==> config.mk <==
export PLATFORM = sky130hd
export DESIGN_NAME = rr_burst_mux
export DESIGN_NICKNAME = d
export VERILOG_FILES = /design/src/hdl/rr_mux_data_pkg.sv /design/src/hdl/rr_mux_ctrl_pkg.sv /design/src/hdl/rr_arbiter.sv /design/src/hdl/burst_ctrl_fsm.sv /design/src/hdl/beat_counter.sv /design/src/hdl/client_select.sv /design/src/hdl/rr_burst_mux.sv
export VERILOG_INCLUDE_DIRS = /design/src /design/src/hdl
export SDC_FILE = /design/constraint.sdc
export NUM_CORES = 1
export LEC_CHECK = 0
export BUFFER_PORTS_ARGS = -buffer_cell sky130_fd_sc_hd__buf_2
export CORE_AREA = 2 2 73 61
export CTS_BUF_LIST = sky130_fd_sc_hd__clkbuf_2
export DETAILED_ROUTE_END_ITERATION = 12
export DIE_AREA = 0 0 75 63
export HOLD_SLACK_MARGIN = 0.12
export PLACE_DENSITY = 0.85
export SLEW_MARGIN = 30
export SYNTH_ARGS = -nofsm -noshare
export SYNTH_HDL_FRONTEND = slang
export SYNTH_SLANG_ARGS = --single-unit
==> constraint.sdc <==
create_clock -name clk -period 3.8 [get_ports clk]
set_input_delay 0.38 -clock clk [delete_from_list [all_inputs] [get_ports clk]]
set_output_delay 0.38 -clock clk [all_outputs]
set_load 0.01 [all_outputs]
==> src/hdl/rr_burst_mux_settings.svh <==
`ifndef RR_BURST_MUX_SETTINGS_SVH
`define RR_BURST_MUX_SETTINGS_SVH

// ------------------------------------------------------------
// Channel sizing
// ------------------------------------------------------------

// Number of clients that share the output channel
`define RR_NUM_CLIENTS 4

// Width of one data word carried per beat
`define RR_DATA_W 16

// Width of the burst length field
// A length value L stands for L+1 beats on the channel
`define RR_LEN_W 3

`endif

==> src/hdl/rr_mux_data_pkg.sv <==
`include "rr_burst_mux_settings.svh"

package rr_mux_data_pkg;

  // ------------------------------------------------------------
  // Scalar payload fields
  // ------------------------------------------------------------

  // Index of one client, wide enough for every requester
  typedef logic [$clog2(`RR_NUM_CLIENTS)-1:0] client_idx_t;

  // Burst length as presented by a client, L means L+1 beats
  typedef logic [`RR_LEN_W-1:0] burst_len_t;

  // One word of burst data
  typedef logic [`RR_DATA_W-1:0] data_word_t;

  // ------------------------------------------------------------
  // Composite payloads
  // ------------------------------------------------------------

  // What a client drives toward the multiplexer
  // The length is only looked at in the grant cycle
  // The data word is replaced after every beat_ack
  typedef struct packed {
    burst_len_t len;
    data_word_t data;
  } client_word_t;

  // One registered beat on the output channel
  // Last marks the final beat of a burst and client names its owner
  typedef struct packed {
    logic        valid;
    logic        last;
    client_idx_t client;
    data_word_t  data;
  } out_beat_t;

endpackage

==> src/hdl/rr_mux_ctrl_pkg.sv <==
`include "rr_burst_mux_settings.svh"

package rr_mux_ctrl_pkg;

  // Channel ownership state of the burst FSM
  typedef enum logic {
    CH_IDLE = 1'b0,
    CH_XFER = 1'b1
  } chan_state_t;

  // Record of one arbitration decision, kept for the whole burst
  typedef struct packed {
    logic                         valid;
    rr_mux_data_pkg::client_idx_t client;
  } grant_rec_t;

  // Converts a one-hot (or all-zero) grant vector into a client index
  // An all-zero vector maps to index 0
  function automatic rr_mux_data_pkg::client_idx_t onehot_to_idx(
    input logic [`RR_NUM_CLIENTS-1:0] onehot
  );
    rr_mux_data_pkg::client_idx_t idx;
    idx = '0;
    for (int i = 0; i < `RR_NUM_CLIENTS; i++) begin
      if (onehot[i]) begin
        idx = idx | rr_mux_data_pkg::client_idx_t'(i);
      end
    end
    return idx;
  endfunction

endpackage

==> src/hdl/rr_arbiter.sv <==
`timescale 1ns/1ps

module rr_arbiter #(
  // Two or more requesters
  parameter int num_requesters = 2
) (
  input  logic                      clk,
  input  logic                      rst_n,
  input  logic                      enable,
  input  logic [num_requesters-1:0] request,
  output logic [num_requesters-1:0] grant
);

  // Index of a single requester
  typedef logic [$clog2(num_requesters)-1:0] idx_t;

  // ------------------------------------------------------------
  // Priority rotation
  // ------------------------------------------------------------

  // The last granted requester has the lowest priority
  // Everything above it in index order is searched first, then the search wraps
  logic [num_requesters-1:0] priority_mask;
  logic [num_requesters-1:0] request_high;
  logic [num_requesters-1:0] grant_high;
  logic [num_requesters-1:0] grant_low;
  idx_t                      last_grant;
  idx_t                      last_grant_next;

  // Bit i survives the mask only if it sits above the last grant
  always_comb begin
    for (int i = 0; i < num_requesters; i++) begin
      priority_mask[i] = (i > int'(last_grant));
    end
  end

  assign request_high = request & priority_mask;

  // Lowest set bit of each vector, found with the two's complement trick
  assign grant_high = request_high & (~request_high + 1'b1);
  assign grant_low  = request & (~request + 1'b1);

  // The wrapped search only matters when nothing above the last grant asks
  // Enable gates the grant, so the priority also holds while disabled
  assign grant = {num_requesters{enable}} & ((|request_high) ? grant_high : grant_low);

  // ------------------------------------------------------------
  // Last-grant register
  // ------------------------------------------------------------

  // Binary index of the one-hot grant
  always_comb begin
    last_grant_next = '0;
    for (int i = 0; i < num_requesters; i++) begin
      if (grant[i]) begin
        last_grant_next = last_grant_next | idx_t'(i);
      end
    end
  end

  // Starts at the top index so requester 0 wins first out of reset
  // Any request while enabled always produces a grant, hence the simple load term
  always_ff @(posedge clk or negedge rst_n) begin
    if (!rst_n) begin
      last_grant <= idx_t'(num_requesters - 1);
    end else if (enable && (|request)) begin
      last_grant <= last_grant_next;
    end
  end

endmodule

==> src/hdl/burst_ctrl_fsm.sv <==
`timescale 1ns/1ps
`include "rr_burst_mux_settings.svh"

module burst_ctrl_fsm (
  input  logic                         clk,
  input  logic                         rst_n,
  input  logic [`RR_NUM_CLIENTS-1:0]   grant,
  input  logic                         stall,
  input  logic                         last_beat,
  output logic                         arb_enable,
  output logic                         start,
  output logic                         take,
  output rr_mux_ctrl_pkg::grant_rec_t  rec,
  output logic [`RR_NUM_CLIENTS-1:0]   beat_ack,
  output logic                         out_valid,
  output logic                         out_last,
  output rr_mux_data_pkg::client_idx_t out_client
);

  import rr_mux_ctrl_pkg::*;

  chan_state_t state;
  chan_state_t state_next;
  logic        burst_end;

  // ------------------------------------------------------------
  // Strobes
  // ------------------------------------------------------------

  // The arbiter may only pick a client while nobody owns the channel
  assign arb_enable = (state == CH_IDLE);

  // A grant in the idle state opens a burst in the same cycle
  assign start = arb_enable & (|grant);

  // One beat moves in every transfer cycle the sink does not stall
  assign take = (state == CH_XFER) & ~stall;

  // The take of the last counted beat closes the burst
  assign burst_end = take & last_beat;

  // Only the owning client is told that its word was consumed
  always_comb begin
    beat_ack = '0;
    if (take) begin
      beat_ack[rec.client] = 1'b1;
    end
  end

  // ------------------------------------------------------------
  // Channel state
  // ------------------------------------------------------------

  always_comb begin
    state_next = state;
    case (state)
      CH_IDLE: begin
        if (start) begin
          state_next = CH_XFER;
        end
      end
      CH_XFER: begin
        if (burst_end) begin
          state_next = CH_IDLE;
        end
      end
      default: begin
        state_next = CH_IDLE;
      end
    endcase
  end

  always_ff @(posedge clk or negedge rst_n) begin
    if (!rst_n) begin
      state <= CH_IDLE;
    end else begin
      state <= state_next;
    end
  end

  // Grant record is captured on start and released with the final beat
  // A stall leaves it untouched since neither event fires then
  always_ff @(posedge clk or negedge rst_n) begin
    if (!rst_n) begin
      rec <= '0;
    end else if (start) begin
      rec <= '{valid: 1'b1, client: onehot_to_idx(grant)};
    end else if (burst_end) begin
      rec.valid <= 1'b0;
    end
  end

  // ------------------------------------------------------------
  // Output beat flags
  // ------------------------------------------------------------

  // These line up with the data register that also loads on take
  always_ff @(posedge clk or negedge rst_n) begin
    if (!rst_n) begin
      out_valid <= 1'b0;
      out_last  <= 1'b0;
    end else begin
      out_valid <= take;
      out_last  <= burst_end;
    end
  end

  // Owner tag of the beat, only meaningful while out_valid is high
  always_ff @(posedge clk) begin
    if (take) begin
      out_client <= rec.client;
    end
  end

endmodule

==> src/hdl/beat_counter.sv <==
`timescale 1ns/1ps

module beat_counter (
  input  logic                       clk,
  input  logic                       rst_n,
  input  logic                       load,
  input  rr_mux_data_pkg::burst_len_t load_len,
  input  logic                       dec,
  output logic                       last_beat
);

  import rr_mux_data_pkg::*;

  burst_len_t count;
  burst_len_t remaining;
  logic       load_d;

  // The length comes from the header register, which captures it on the load edge
  // So the fresh length is taken straight from load_len in the cycle after load
  assign remaining = load_d ? load_len : count;

  // Zero beats left after the current one means this beat closes the burst
  assign last_beat = (remaining == '0);

  always_ff @(posedge clk or negedge rst_n) begin
    if (!rst_n) begin
      load_d <= 1'b0;
      count  <= '0;
    end else begin
      load_d <= load;
      // Saturate at zero, the FSM leaves the burst on that beat anyway
      if (dec && !last_beat) begin
        count <= remaining - 1'b1;
      end else begin
        count <= remaining;
      end
    end
  end

endmodule

==> src/hdl/client_select.sv <==
`timescale 1ns/1ps
`include "rr_burst_mux_settings.svh"

module client_select #(
  // Payload that is picked per client, a length or a data word here
  parameter type payload_t   = logic [`RR_DATA_W-1:0],
  parameter int  num_clients = `RR_NUM_CLIENTS
) (
  input  logic                         clk,
  input  logic                         rst_n,
  input  rr_mux_data_pkg::client_idx_t sel,
  input  logic                         load,
  input  payload_t                     payloads [num_clients],
  output payload_t                     q
);

  payload_t picked;

  // ------------------------------------------------------------
  // Client mux
  // ------------------------------------------------------------

  // Plain index compare, so an index past the last client falls back to client 0
  always_comb begin
    picked = payloads[0];
    for (int i = 1; i < num_clients; i++) begin
      if (int'(sel) == i) begin
        picked = payloads[i];
      end
    end
  end

  // ------------------------------------------------------------
  // Capture register
  // ------------------------------------------------------------

  // Holds its value between loads, so the consumer sees a stable payload
  always_ff @(posedge clk or negedge rst_n) begin
    if (!rst_n) begin
      q <= '0;
    end else if (load) begin
      q <= picked;
    end
  end

endmodule

==> src/hdl/rr_burst_mux.sv <==
`timescale 1ns/1ps
`include "rr_burst_mux_settings.svh"

module rr_burst_mux (
  input  logic                                                clk,
  input  logic                                                rst_n,
  input  logic [`RR_NUM_CLIENTS-1:0]                          req,
  input  rr_mux_data_pkg::client_word_t [`RR_NUM_CLIENTS-1:0] clients,
  input  logic                                                stall,
  output logic [`RR_NUM_CLIENTS-1:0]                          beat_ack,
  output rr_mux_data_pkg::out_beat_t                          out
);

  import rr_mux_data_pkg::*;
  import rr_mux_ctrl_pkg::*;

  // ------------------------------------------------------------
  // Internal nets
  // ------------------------------------------------------------

  logic [`RR_NUM_CLIENTS-1:0] grant;
  logic                       arb_enable;
  logic                       start;
  logic                       take;
  logic                       last_beat;
  grant_rec_t                 rec;
  client_idx_t                grant_idx;
  burst_len_t                 hdr_len;
  burst_len_t                 client_lens [`RR_NUM_CLIENTS];
  data_word_t                 client_data [`RR_NUM_CLIENTS];
  data_word_t                 out_data;
  logic                       out_valid;
  logic                       out_last;
  client_idx_t                out_client;

  // Split the client structs into one array per field for the two selectors
  always_comb begin
    for (int i = 0; i < `RR_NUM_CLIENTS; i++) begin
      client_lens[i] = clients[i].len;
      client_data[i] = clients[i].data;
    end
  end

  // Header select runs in the grant cycle, before the FSM has its record
  assign grant_idx = onehot_to_idx(grant);

  // ------------------------------------------------------------
  // Arbitration and burst control
  // ------------------------------------------------------------

  rr_arbiter #(
    .num_requesters(`RR_NUM_CLIENTS)
  ) arb0 (
    .clk    (clk),
    .rst_n  (rst_n),
    .enable (arb_enable),
    .request(req),
    .grant  (grant)
  );

  burst_ctrl_fsm fsm0 (
    .clk       (clk),
    .rst_n     (rst_n),
    .grant     (grant),
    .stall     (stall),
    .last_beat (last_beat),
    .arb_enable(arb_enable),
    .start     (start),
    .take      (take),
    .rec       (rec),
    .beat_ack  (beat_ack),
    .out_valid (out_valid),
    .out_last  (out_last),
    .out_client(out_client)
  );

  beat_counter cnt0 (
    .clk      (clk),
    .rst_n    (rst_n),
    .load     (start),
    .load_len (hdr_len),
    .dec      (take),
    .last_beat(last_beat)
  );

  // ------------------------------------------------------------
  // Payload selectors
  // ------------------------------------------------------------

  // Length of the winning client, held for the whole burst
  client_select #(
    .payload_t  (burst_len_t),
    .num_clients(`RR_NUM_CLIENTS)
  ) hdr_sel0 (
    .clk     (clk),
    .rst_n   (rst_n),
    .sel     (grant_idx),
    .load    (start),
    .payloads(client_lens),
    .q       (hdr_len)
  );

  // Data word of the owning client, one capture per taken beat
  client_select #(
    .payload_t  (data_word_t),
    .num_clients(`RR_NUM_CLIENTS)
  ) data_sel0 (
    .clk     (clk),
    .rst_n   (rst_n),
    .sel     (rec.client),
    .load    (take),
    .payloads(client_data),
    .q       (out_data)
  );

  assign out = '{valid: out_valid, last: out_last, client: out_client, data: out_data};

endmodule

==> results.py <==
metrics = {
    "sta": {
        "hold_viol_final": 0,
        "rsz0062_at_grt": "false",
        "clock_skew_ns": 0.00374,
        "fin_setup_tns_ns": 0,
        "period_share": 0.630,
        "fmax_mhz": 418,
        "slew_violations": 0,
        "tightest_slew_ns": 0.875,
        "worst_hold_slack_ns": 0.409,
        "setup_violations": 0,
        "slew_headroom": 0.416,
        "finalCriticalPeriod_ns": 2.40,
    },
    "clock_network": {
        "postCtsSetupRepairBufs": 0,
        "cts_hold_buf": 1,
        "htreeDepth": 2,
        "cts_root_buffer": "clkbuf_2",
        "clockBufferDepth": 2,
        "clkSinkCount": 32,
        "clock_latency_ns": 0.36,
        "cts_tree": "done",
        "clk_pin_slew_ns": 0.16,
        "cts_resized": 0,
        "numCtsBuffers": 5,
    },
    "pwr": {
        "p_clk_frac": 0.092,
        "power_density_nw_per_um2": 672,
        "intPower_mw": 1.00,
        "switchingPower_uw": 672,
        "irDropWorstVdd_mv": 0.273,
        "seqPwrFrac": 0.414,
        "comb_power_share": 0.494,
        "leakage_nw": 1.32,
        "switching_share": 0.401,
    },
    "synth": {
        "async_flop_share": 0.938,
        "netlist_area_um2": 1880,
        "ys_seq_area_frac": 0.433,
        "syn-num-nets": 253,
        "synth_flop_cell": "dfrtp_1",
        "ys_types": 37,
        "syn_area_per_cell_um2": 11.2,
        "synth_edf_count": 2,
        "yosys_register_bits": 32,
        "synth_warnings": 0,
        "syn_inst": 168,
        "synth_top_area_cell": "dfrtp_1",
        "yosys-top-cells-area": "dfrtp_1 (37%), mux4_2 (19%), nand2_1 (10%)",
        "netlist.area_leader.share": 0.373,
    },
    "floorplanning": {
        "core_um2": 4020,
        "fp.dieW_um": 75,
        "placementRows": 21,
        "start_util": 0.467,
        "die_h_um": 63,
        "io_pins": 107,
        "dieArea_um2": 4730,
    },
    "global_routing": {
        "antenna_found_initial": 0,
        "grt_pass1_vias": 1767,
        "grt_overflow": 0,
        "grt_pass1_wl_mm": 7.54,
        "grt_start_max_net_pins": 31,
        "grt_util_all_layers": 0.212,
    },
    "drt": {
        "drt-total-wl_mm": 4.63,
        "vias_per_cell": 5.20,
        "drt_pass1_iterations": 4,
        "wl_per_cell_um": 14.0,
        "drtIter0Drc": 120,
        "vias": 1726,
        "ant_nets": 0,
        "drc": 0,
    },
    "critical_path": {
        "cpMaxStageDelayCell": "nand2b_1",
        "crit_required_ns": 3.42,
        "crit_chain": "nand2b_1 > clkinv_1 > nand2_1 > nor2_1 > buf_2",
        "endpoint_kind": "output pin",
        "timing.critical_path.fanout_max": 20,
        "path_class": "flop to output pin",
        "critPathLaunchType": "flop",
        "worstReg2RegStart": "arb0.last_grant[1]$_DFFE_PN1P_",
        "arrival_ns": 2.02,
        "cp_slowest_stage_delay_ns": 0.61,
        "worstRegToRegCells": 5,
        "timing.rr.end": "hdr_sel0.q[0]$_DFFE_PN0P_",
        "ff2ff_setup_slack_ns": 1.66,
    },
    "finish": {
        "mostFrequentLayoutCell": "buf_2",
        "drive_above_1_share": 0.505,
        "diodes": 0,
        "area_growth_pct": 32.5,
        "final_cell_mix": "buf_2 (106), nand2_1 (51), dfrtp_1 (28)",
        "n_fill_cell": 364,
        "multi_input_area_um2": 977,
        "nets": 359,
        "seq_area_um2": 813,
    },
    "hold_path": {
        "hold_depth": 4,
        "hold_path.class": "input port to flop",
        "hold_end": "data_sel0.q[15]$_DFFE_PN0P_",
        "min-delay-start": "clients[72]",
    },
    "job": {
        "maxCapViolCount": 0,
    },
    "run_status": {
        "status": "finished clean",
    },
    "place": {
        "dp_hpwl_mm": 3.54,
        "port_buffers": 106,
        "routabilityCongestion": 0.951,
    },
}
-- registers in the layout (all words and copies together), names as in the netlist --
signal           cells
cnt0.load_d          1
hdr_sel0.q           3
fsm0.out_valid       1
cnt0.count           3
data_sel0.q         16
fsm0.out_client      2
fsm0.rec             2
arb0.last_grant      2
fsm0.state           1
fsm0.out_last        1
-- critical path: cells and delay by family (launching register included) --
kind / cells / cell delay (ns)
AND/OR/NAND/NOR: 3 / 0.79
flip-flops: 1 / 0.49
buffers and inverters: 2 / 0.36
-- cell usage after synthesis, types with 3 or more instances --
cell type / count
a221oi_1: 3
mux2_4: 3
mux2i_1: 9
clkbuf_1: 3
nor2_1: 6
nand2_1: 51
o21ai_0: 3
nor3_1: 3
o21bai_1: 3
inv_1: 8
mux4_2: 16
dfrtp_1: 28
-- cell families after synthesis --
| family | share of synthesized area |
|---|---|
| AOI/OAI and AO/OA | 0.0779 |
| xor gates and xnor gates | 0.00466 |
| adders and majority gates | 0.0133 |
| muxes | 0.264 |
| DFF | 0.433 |
| buffers and inverters | 0.0473 |
| and+or+nand+nor | 0.160 |
-- power by group through the flow --
stage          combinational, mW  sequential, mW  clock, mW
4_1_cts                    0.834           0.693      0.160
3_5_place_dp               0.829           0.700          0
2_1_floorplan              0.624           0.645          0
5_1_grt                    0.914           0.727      0.182
6_report                   0.827           0.692      0.154
3_3_place_gp               0.801           0.691          0
-- layer usage --
layer  GRT usage  vias to the layer above  wire length, µm
met3      0.0500                       12              368
met4      0.0960                        0              108
met2       0.368                       87             2410
li1            -                      813                -
met5           0                        -                0
met1       0.242                      814             1750
-- cell type report --
cell class,instances,share of cell area
well taps,57,0.0286
flip-flops and latches,32,0.327
clock inverters,3,0.00553
multi-input cells,117,0.392
repair buffers,109,0.223
inverters,9,0.0136
clock buffers,5,0.0101
-- worst max path at each step --
stage / start / to / slack [ns] / depth (start not counted)
after CTS: fsm0.state$_DFF_PN0_ / beat_ack[2] / 1.38 / 5
after global placement: req[2] / hdr_sel0.q[1]$_DFFE_PN0P_ / 1.74 / 6
after detailed placement: req[2] / hdr_sel0.q[2]$_DFFE_PN0P_ / 1.64 / 6
final: fsm0.state$_DFF_PN0_ / beat_ack[2] / 1.40 / 5
after global routing: fsm0.state$_DFF_PN0_ / beat_ack[2] / 1.17 / 5
after floorplan: arb0.last_grant[1]$_DFFE_PN1P_ / hdr_sel0.q[0]$_DFFE_PN0P_ / 1.86 / 6
-- per-stage QoR --
step                std cells  setup WS, ns  utilization  power [mW]  instance area, µm²
finish                    332          1.40        0.619        1.67                2490
global placement          323          1.74        0.607        1.49                2440
detailed placement        323          1.64        0.607        1.53                2440
global route              332          1.17        0.619        1.82                2490
CTS                       332          1.38        0.619        1.69                2490
floorplan                 168          1.86            -        1.27                1880
No activity file was read; power rests on OpenSTA's default activity.
